## config.mk

```make
export PLATFORM = sky130hd
export DESIGN_NAME = histogramTop
export DESIGN_NICKNAME = d
export VERILOG_FILES = /design/src/hw/histPkg.sv /design/src/hw/histBusIf.sv /design/src/hw/hitSequencer.sv /design/src/hw/histogramBank.sv /design/src/hw/peakDetector.sv /design/src/hw/histogramTop.sv
export SDC_FILE = /design/constraint.sdc
export NUM_CORES = 1
export LEC_CHECK = 0
export ABC_AREA = 1
export BUFFER_PORTS_ARGS = -buffer_cell sky130_fd_sc_hd__clkbuf_2
export CAP_MARGIN = 25
export CORE_MARGIN = 2
export CORE_UTILIZATION = 48
export CTS_CLUSTER_DIAMETER = 80
export DETAILED_ROUTE_END_ITERATION = 7
export PLACE_DENSITY_LB_ADDON = 0.05
export SLEW_MARGIN = 20
export SYNTH_ARGS = -nofsm -noshare
export SYNTH_HDL_FRONTEND = slang
export SYNTH_HIERARCHICAL = 1
export SYNTH_SLANG_ARGS = --single-unit
```

## constraint.sdc

```tcl
create_clock -name clk -period 6 [get_ports clk]
set_input_delay 1.2 -clock clk [delete_from_list [all_inputs] [get_ports clk]]
set_output_delay 1.2 -clock clk [all_outputs]
set_load 0.01 [all_outputs]
```

## src/hw/histPkg.sv

```systemverilog
`default_nettype none

package histPkg;

    // bins run 1..numBins, address 0 means no bin
    localparam int numBins = 8;

    // one spare bit above log2(numBins) keeps 0 free as "no bin"
    localparam int binAddrWidth = 4;

    // coarse counters saturate at 63
    localparam int coarseCountWidth = 6;

    // fine counters saturate at 255
    localparam int fineCountWidth = 8;

    // one scan cycle per bin
    localparam int scanLength = numBins;

    // bin address
    typedef logic [binAddrWidth-1:0] binAddr_t;

    // count payloads of the two histograms
    typedef logic [coarseCountWidth-1:0] coarseCount_t;
    typedef logic [fineCountWidth-1:0] fineCount_t;

endpackage

`default_nettype wire

```

## src/hw/histBusIf.sv

```systemverilog
`timescale 1ns/1ps
`default_nettype none

interface histBusIf import histPkg::*; ();

    // increment strobes, one per histogram
    logic chInc;
    logic fhInc;
    // bin to increment
    binAddr_t hitBin;

    // high for the whole post-acquisition scan
    logic scan;
    // bin being read and cleared
    binAddr_t scanBin;
    // final scan step
    logic scanLast;

    // sequencer drives everything
    modport seq(output chInc, fhInc, hitBin, scan, scanBin, scanLast);

    // banks get their strobe on a separate port
    modport bank(input hitBin, scan, scanBin);

    // peak detector only follows the scan
    modport peak(input scan, scanBin, scanLast);

endinterface

`default_nettype wire

```

## src/hw/hitSequencer.sv

```systemverilog
`timescale 1ns/1ps
`default_nettype none

module hitSequencer import histPkg::*; (
    input  wire logic     clk,
    input  wire logic     reset,
    input  wire logic [1:0] wrEn,
    input  wire binAddr_t addr,
    input  wire logic     acqFinish,
    histBusIf.seq         bus
);

    // input stage
    logic [1:0] wrEnQ;
    binAddr_t   addrQ;
    logic       acqQ;

    // qualification of the registered hit
    logic addrLegal;
    logic scanNext;

    // bin 0 and anything above numBins never reach the banks
    assign addrLegal = (addrQ != '0) && (addrQ <= binAddr_t'(numBins));

    // scan state after the coming edge
    // idle: starts on a pending acqFinish, running: ends after scanLast
    assign scanNext = bus.scan ? !bus.scanLast : acqQ;

    // sample the hit, drop it right away if a scan is running
    always_ff @(posedge clk) begin
        if (reset) begin
            wrEnQ <= 2'b00;
            acqQ  <= 1'b0;
        end else begin
            wrEnQ <= bus.scan ? 2'b00 : wrEn;
            acqQ  <= acqFinish;
        end
    end

    // address is payload, qualified by wrEnQ
    always_ff @(posedge clk) begin
        addrQ <= addr;
    end

    // forward legal hits
    // also held back on the edge that starts a scan
    always_ff @(posedge clk) begin
        if (reset) begin
            bus.chInc <= 1'b0;
            bus.fhInc <= 1'b0;
        end else begin
            bus.chInc <= wrEnQ[0] && addrLegal && !scanNext;
            bus.fhInc <= wrEnQ[1] && addrLegal && !scanNext;
        end
    end

    always_ff @(posedge clk) begin
        bus.hitBin <= addrQ;
    end

    // scan counter, steps scanBin through 1..numBins
    always_ff @(posedge clk) begin
        if (reset) begin
            bus.scan     <= 1'b0;
            bus.scanBin  <= '0;
            bus.scanLast <= 1'b0;
        end else if (!bus.scan) begin
            // acqFinish while running is simply not looked at
            if (acqQ) begin
                bus.scan     <= 1'b1;
                bus.scanBin  <= binAddr_t'(1);
                bus.scanLast <= (scanLength == 1);
            end
        end else if (bus.scanLast) begin
            bus.scan     <= 1'b0;
            bus.scanBin  <= '0;
            bus.scanLast <= 1'b0;
        end else begin
            bus.scanBin  <= binAddr_t'(bus.scanBin + 1'b1);
            // next step is the last one
            bus.scanLast <= (bus.scanBin == binAddr_t'(scanLength - 1));
        end
    end

    // banks must never see an increment while they are being cleared
    assert property (@(posedge clk) disable iff (reset)
        bus.scan |-> !(bus.chInc || bus.fhInc));

    // scan address never leaves the legal range
    assert property (@(posedge clk) disable iff (reset)
        bus.scan |-> (bus.scanBin >= binAddr_t'(1)) && (bus.scanBin <= binAddr_t'(numBins)));

endmodule

`default_nettype wire

```

## src/hw/histogramBank.sv

```systemverilog
`timescale 1ns/1ps
`default_nettype none

module histogramBank import histPkg::*; #(
    parameter type countT = coarseCount_t
) (
    input  wire logic clk,
    input  wire logic reset,
    histBusIf.bank    bus,
    input  wire logic hitEn,
    output countT     readCount
);

    // saturation value, all ones of the payload
    localparam countT maxCount = '1;

    // one counter per bin, no bin 0
    countT cnt [1:numBins];

    // counter update
    // scan has priority, sequencer keeps hitEn low during it anyway
    always_ff @(posedge clk) begin
        if (reset) begin
            // reset mid-acquisition throws all counts away
            for (int i = 1; i <= numBins; i++) begin
                cnt[i] <= '0;
            end
        end else if (bus.scan) begin
            // read and clear in the same step
            cnt[bus.scanBin] <= '0;
        end else if (hitEn) begin
            // hold at max instead of wrapping
            if (cnt[bus.hitBin] != maxCount) begin
                cnt[bus.hitBin] <= countT'(cnt[bus.hitBin] + 1'b1);
            end
        end
    end

    // read port
    // data shows up one cycle after its scanBin
    always_ff @(posedge clk) begin
        if (bus.scan) begin
            readCount <= cnt[bus.scanBin];
        end
    end

    // a full counter only goes back to zero through a scan clear
    for (genvar i = 1; i <= numBins; i++) begin : gNoWrap
        assert property (@(posedge clk) disable iff (reset)
            (cnt[i] == maxCount) && !(bus.scan && (bus.scanBin == binAddr_t'(i)))
            |=> (cnt[i] != '0));
    end

endmodule

`default_nettype wire

```

## src/hw/peakDetector.sv

```systemverilog
`timescale 1ns/1ps
`default_nettype none

module peakDetector import histPkg::*; (
    input  wire logic         clk,
    input  wire logic         reset,
    histBusIf.peak            bus,
    input  wire coarseCount_t chCount,
    input  wire fineCount_t   fhCount,
    output binAddr_t          peakCh,
    output binAddr_t          peakFh,
    output logic              peakValid
);

    // scan control delayed to match the bank read latency
    logic     scanQ;
    binAddr_t scanBinQ;
    logic     scanLastQ;
    // last count has been folded into the trackers
    logic     doneQ;

    // running maximum and its bin, per histogram
    coarseCount_t chMax;
    binAddr_t     chBin;
    fineCount_t   fhMax;
    binAddr_t     fhBin;

    // alignment stage
    always_ff @(posedge clk) begin
        if (reset) begin
            scanQ     <= 1'b0;
            scanLastQ <= 1'b0;
            doneQ     <= 1'b0;
        end else begin
            scanQ     <= bus.scan;
            scanLastQ <= bus.scan && bus.scanLast;
            doneQ     <= scanLastQ;
        end
    end

    // bin number travels with the data
    always_ff @(posedge clk) begin
        scanBinQ <= bus.scanBin;
    end

    // trackers
    // strictly greater only, so ties keep the lower bin
    // max starts at 0, so an empty histogram leaves the bin at 0
    always_ff @(posedge clk) begin
        if (reset || doneQ) begin
            // also rearm for the next run once the peaks are out
            chMax <= '0;
            chBin <= '0;
            fhMax <= '0;
            fhBin <= '0;
        end else if (scanQ) begin
            if (chCount > chMax) begin
                chMax <= chCount;
                chBin <= scanBinQ;
            end
            if (fhCount > fhMax) begin
                fhMax <= fhCount;
                fhBin <= scanBinQ;
            end
        end
    end

    // result registers, peaks stay put until the next run
    always_ff @(posedge clk) begin
        if (reset) begin
            peakCh    <= '0;
            peakFh    <= '0;
            peakValid <= 1'b0;
        end else begin
            peakValid <= doneQ;
            if (doneQ) begin
                peakCh <= chBin;
                peakFh <= fhBin;
            end
        end
    end

    // one pulse per scan
    assert property (@(posedge clk) disable iff (reset)
        peakValid |=> !peakValid);

endmodule

`default_nettype wire

```

## src/hw/histogramTop.sv

```systemverilog
`timescale 1ns/1ps
`default_nettype none

module histogramTop import histPkg::*; (
    input  wire logic     clk,
    input  wire logic     reset,
    // bit 0 coarse, bit 1 fine
    input  wire logic [1:0] wrEn,
    input  wire binAddr_t addr,
    input  wire logic     acqFinish,
    output binAddr_t      peakCh,
    output binAddr_t      peakFh,
    output logic          peakValid
);

    // shared hit and scan bus
    histBusIf histBus();

    // bank read data towards the peak detector
    coarseCount_t chCount;
    fineCount_t   fhCount;

    hitSequencer i_hitSequencer (
        .clk       (clk),
        .reset     (reset),
        .wrEn      (wrEn),
        .addr      (addr),
        .acqFinish (acqFinish),
        .bus       (histBus.seq)
    );

    // narrow saturating counters
    histogramBank #(
        .countT (coarseCount_t)
    ) coarseBank (
        .clk       (clk),
        .reset     (reset),
        .bus       (histBus.bank),
        .hitEn     (histBus.chInc),
        .readCount (chCount)
    );

    // wide saturating counters
    histogramBank #(
        .countT (fineCount_t)
    ) fineBank (
        .clk       (clk),
        .reset     (reset),
        .bus       (histBus.bank),
        .hitEn     (histBus.fhInc),
        .readCount (fhCount)
    );

    peakDetector i_peakDetector (
        .clk       (clk),
        .reset     (reset),
        .bus       (histBus.peak),
        .chCount   (chCount),
        .fhCount   (fhCount),
        .peakCh    (peakCh),
        .peakFh    (peakFh),
        .peakValid (peakValid)
    );

endmodule

`default_nettype wire

```

# Yosys cells after proc, flatten, opt, wreduce, memory -nomap -nowiden
# Memories as Yosys holds them, arrays and structs flattened. A register that Yosys moved wholly into a read port is not among the register bits.
# Index checks and enable logic that the tools add are counted.
# totals
reg_bits,57
ram_bits,112
inputBits,9
output_inout_bits,9
elab_cells,86
memories,2
# mem_list
memory,words,word_bits,rd,rd_ports_with_merged_regs,wr,line,rtl
fineBank.cnt,8,8,2,2,8,histogramBank.sv:18,countT cnt [1:numBins];
coarseBank.cnt,8,6,2,2,8,histogramBank.sv:18,
# classes
n_addsub,3
order_cmp,3
eq_ne,3
muxes,37
n_reduce_logical,18
# ops
operator,count
4-bit two-way mux,7
1-bit two-way mux,26
8-bit two-way mux,2
8-bit OR reduction,2
6-bit two-way mux,2
6-bit OR reduction,2
"8-bit by 1-bit adder with 8-bit output, second input constant",1
8-bit > comparator,1
"8-bit inequality test, second input constant",1
"6-bit by 1-bit adder with 6-bit output, second input constant",1
6-bit > comparator,1
1-bit logical AND,6
"6-bit inequality test, second input constant",1
"4-bit by 1-bit adder with 4-bit output, second input constant",1
"4-bit by 3-bit equality test with 1-bit output, second input constant",1
"4-bit less-or-equal comparator, second input constant",1
2-bit AND reduction,2
4-bit nonzero test,1
1-bit logical NOT,2
2-bit nonzero test,1
2-bit OR reduction,1
1-bit logical OR,1

# Longest topological paths before layout
# depth
ltp_word,8
depth_mapped,20
mapped_depth_nobuf,16

# Hierarchy
# The synthesis kept the hierarchy.
# modules_own_cells
mod,instances,cells_per_inst,area_each_um2,seq_area_each_um2
histogramBank at fineBank,1,862,7940.1,4083.9
histogramBank at coarseBank,1,647,5890.6,3062.9
peakDetector,1,228,1874.3,760.7
hitSequencer,1,64,596.8,380.4

# Least setup slack after synthesis
# No wires, ideal clock.
# synth_path
path_type,reg2reg
start,register i_hitSequencer.bus.hitBin[0]
end,memory fineBank/cnt[4][0] in the netlist's numbering (enable)
setup_ps,384
arrival_ps,2916
required_ps,5616
setup_slack_ps,2700
stages_incl_launch_ff,20
n_path_buf,6
synth_period_minus_slack_ps,3300
cell_sequence,dfxtp_1 -> buf_6 -> buf_6 -> buf_6 -> buf_4 -> nor2_1 -> o211ai_1 -> nand3_1 -> nand2_1 -> ha_1 -> nand2_1 -> nor2_4 -> nand2_4 -> nand2_4 -> buf_6 -> nand2_1 -> nand2_1 -> nand2_1 -> buf_6 -> o21ai_0
# synth_rtl
item,line,rtl
"start, declared",histBusIf.sv:20,"modport seq(output chInc, fhInc, hitBin, scan, scanBin, scanLast);"
"start signal, assigned",hitSequencer.sv:58,bus.hitBin <= addrQ;
"end, declared",histogramBank.sv:18,

==> reports/metrics.cfg <==
[synthesis]
yosys.area.top_type=edfxtp_1
synth_top_family_by_area=simple AND/OR/NAND/NOR gates
synthArstFlopShare=0
avgSynthCellArea_um2=9.05
synth_area_um2=16300
ys_seq_elements=295
synth.top_cell.area_share=0.438
synth.area.top_cells=edfxtp_1, dfxtp_1, nand3_1
synth_mux_area_frac=0
synth_edf_count=238
yosysWarnings=6
synth_nets=1827
synth.distinct_cells=48
synth-adder-area-share=0.0130
netlist_instances=1801
synth_compound_area_frac=0.125
synth-xor-area-share=0.00215
synth_seq_area_share=0.508
synthFlopType=edfxtp_1
yosys.area_share.simple=0.254

[layout]
finalNonFillerCells=2242
layout_common_cells=nand2_1, edfxtp_1, nand3_1
fin_nets=1793
final_core_util=0.525
drive_gt1_frac=0.146
antenna_cells=0
final_common_cell=nand2_1
final_cell_area_um2=17600
syn2layout_area_growth_pct=7.81

[timing]
skew_ps=12.5
final_hold_viol_count=0
fin_ws_ps=1480
max_freq_mhz=221
whs_ps=361
tightest_slew_ps=1070
finalSetupTns_ps=0
rsz0062_at_grt=false
final_max_slew_viol_count=0
setup_viol=0
finalCritPeriodShare=0.753
period_minus_slack_ps=4520
max_slew_margin=0.286

[floorplan]
initial_core_util=0.487
dieArea_um2=35500
placementRows=67
io_pins=18
coreArea_um2=33400
die_w_um=188
die_y_um=188

[routing]
drt_wl_total_mm=46.2
num_vias=12800
first_pass_iters=6
drt_iter0_markers=1147
ant_nets=0
vias_per_cell=5.72
drc=0
wire_per_inst_um=20.6

[worst_setup_path]
cp.arrival_ps=4700
max_stage_delay_ps=840
start_kind=register
critPathKind=register to register
rrSetupSlack_ps=1480
crit_family=simple AND/OR/NAND/NOR gates
crit_required_ps=6180
cp_cell_sequence=buf_12 -> inv_4 -> nor2_1 -> nor2_1 -> o21ai_0 -> nand3_1 -> nand3_1 -> nand2_1 -> ha_1 -> nand2_2 -> nor2_4 -> nand2_4 -> nand2_2 -> nand2_1 -> nand3_4 -> o21ai_0
cp_num_buf_inv=2
critical_path_peak_fanout=180
crit_path_end_kind=register
cp_slowest_cell=o21ai_0

[grt]
grt_max_degree=181
grt_pass1_wl_mm=71.6
grt.total_usage=0.264
overflow=0
grt_pass1_vias=12100
antenna_found_initial=0

[place]
post-place-ws_ps=1510
post-dp-hpwl_mm=30.1
io_buffers=17
place_area_um2=16400
gp_congestion=0.880
dp.cells=2176

[power]
ir_worst_vdd_uv=240
total_power_mw=4.88
p_per_area_nw_per_um2=278
p_leak_nw=6.60

[cts]
cts-buffers-inserted=35
ctsResizeCount=0
clockRootBuffer=clkbuf_16
post_cts_buffers=0
cts_hold_buf=0
clock_path_buffers=3
htree_levels=2
cts_tree=built
clock_latency_ps=550
cts.sinks=295
clk_pin_slew_worst_paths_ps=60

[min_path]
hold_path.class=register to register

[run]
cap_violations=0

[outcome]
status=finished, final reports clean

[Yosys cell counts, types with 17 or more instances]
| library cell | count |
|---|---|
| dfxtp_1 | 57 |
| inv_1 | 203 |
| clkbuf_1 | 42 |
| nor3_2 | 78 |
| a21oi_1 | 118 |
| nor3_1 | 35 |
| o21ai_0 | 166 |
| nand2_1 | 271 |
| ha_1 | 17 |
| nand3_1 | 212 |
| buf_2 | 25 |
| edfxtp_1 | 238 |
| nand2_2 | 20 |
| nand3_2 | 19 |
| buf_6 | 27 |
| o211ai_1 | 42 |
| nor2_1 | 101 |
[registers in the layout, indices dropped and copies added, names as in the netlist, 6 cells and up]
register / cells
fineBank/cnt: 128
coarseBank/cnt: 96
fineBank/readCount: 8
i_peakDetector/fhMax: 8
coarseBank/readCount: 6
i_peakDetector/chMax: 6
[report_power, final]
part	switching (mW)	internal [mW]
clock network	0.867	1.24
logic	0.345	0.135
registers	0.0460	2.25
total	1.26	3.62
[final timing paths]
kind	startpoint	to	cells after the start
max	i_hitSequencer/bus.hitBin[0]$_DFF_P_	coarseBank/cnt[6][2]$_SDFFCE_PN0P_	16
min	i_hitSequencer/addrQ[2]$_DFF_P_	i_hitSequencer/bus.hitBin[2]$_DFF_P_	0
max reg2reg	i_hitSequencer/bus.hitBin[0]$_DFF_P_	coarseBank/cnt[6][2]$_SDFFCE_PN0P_	16
min reg2reg	i_hitSequencer/addrQ[2]$_DFF_P_	i_hitSequencer/bus.hitBin[2]$_DFF_P_	0
[per-layer routing]
| layer | up-vias | global-route usage | share of wire |
|---|---|---|---|
| li1 | 6127 | - | - |
| met1 | 6138 | 0.343 | 0.42 |
| met2 | 456 | 0.445 | 0.49 |
| met3 | 102 | 0.0341 | 0.056 |
| met4 | 0 | 0.113 | 0.037 |
| met5 | - | 0 | 0 |
[cell families after synthesis]
family / after synthesis
xor+xnor: 4
simple gates: 786
compound gates: 368
flops: 295
buf+inv: 331
fa+ha+maj: 17
[cell type report]
class,instances,area [µm²]
clock buffer,44,966
clock inverter,20,174
fill,3075,15900
inverter,215,813
multi-input combinational,1175,6440
sequential,295,8300
tap,448,561
timing repair buffer,45,325
No activity file was read; power rests on OpenSTA's default activity.
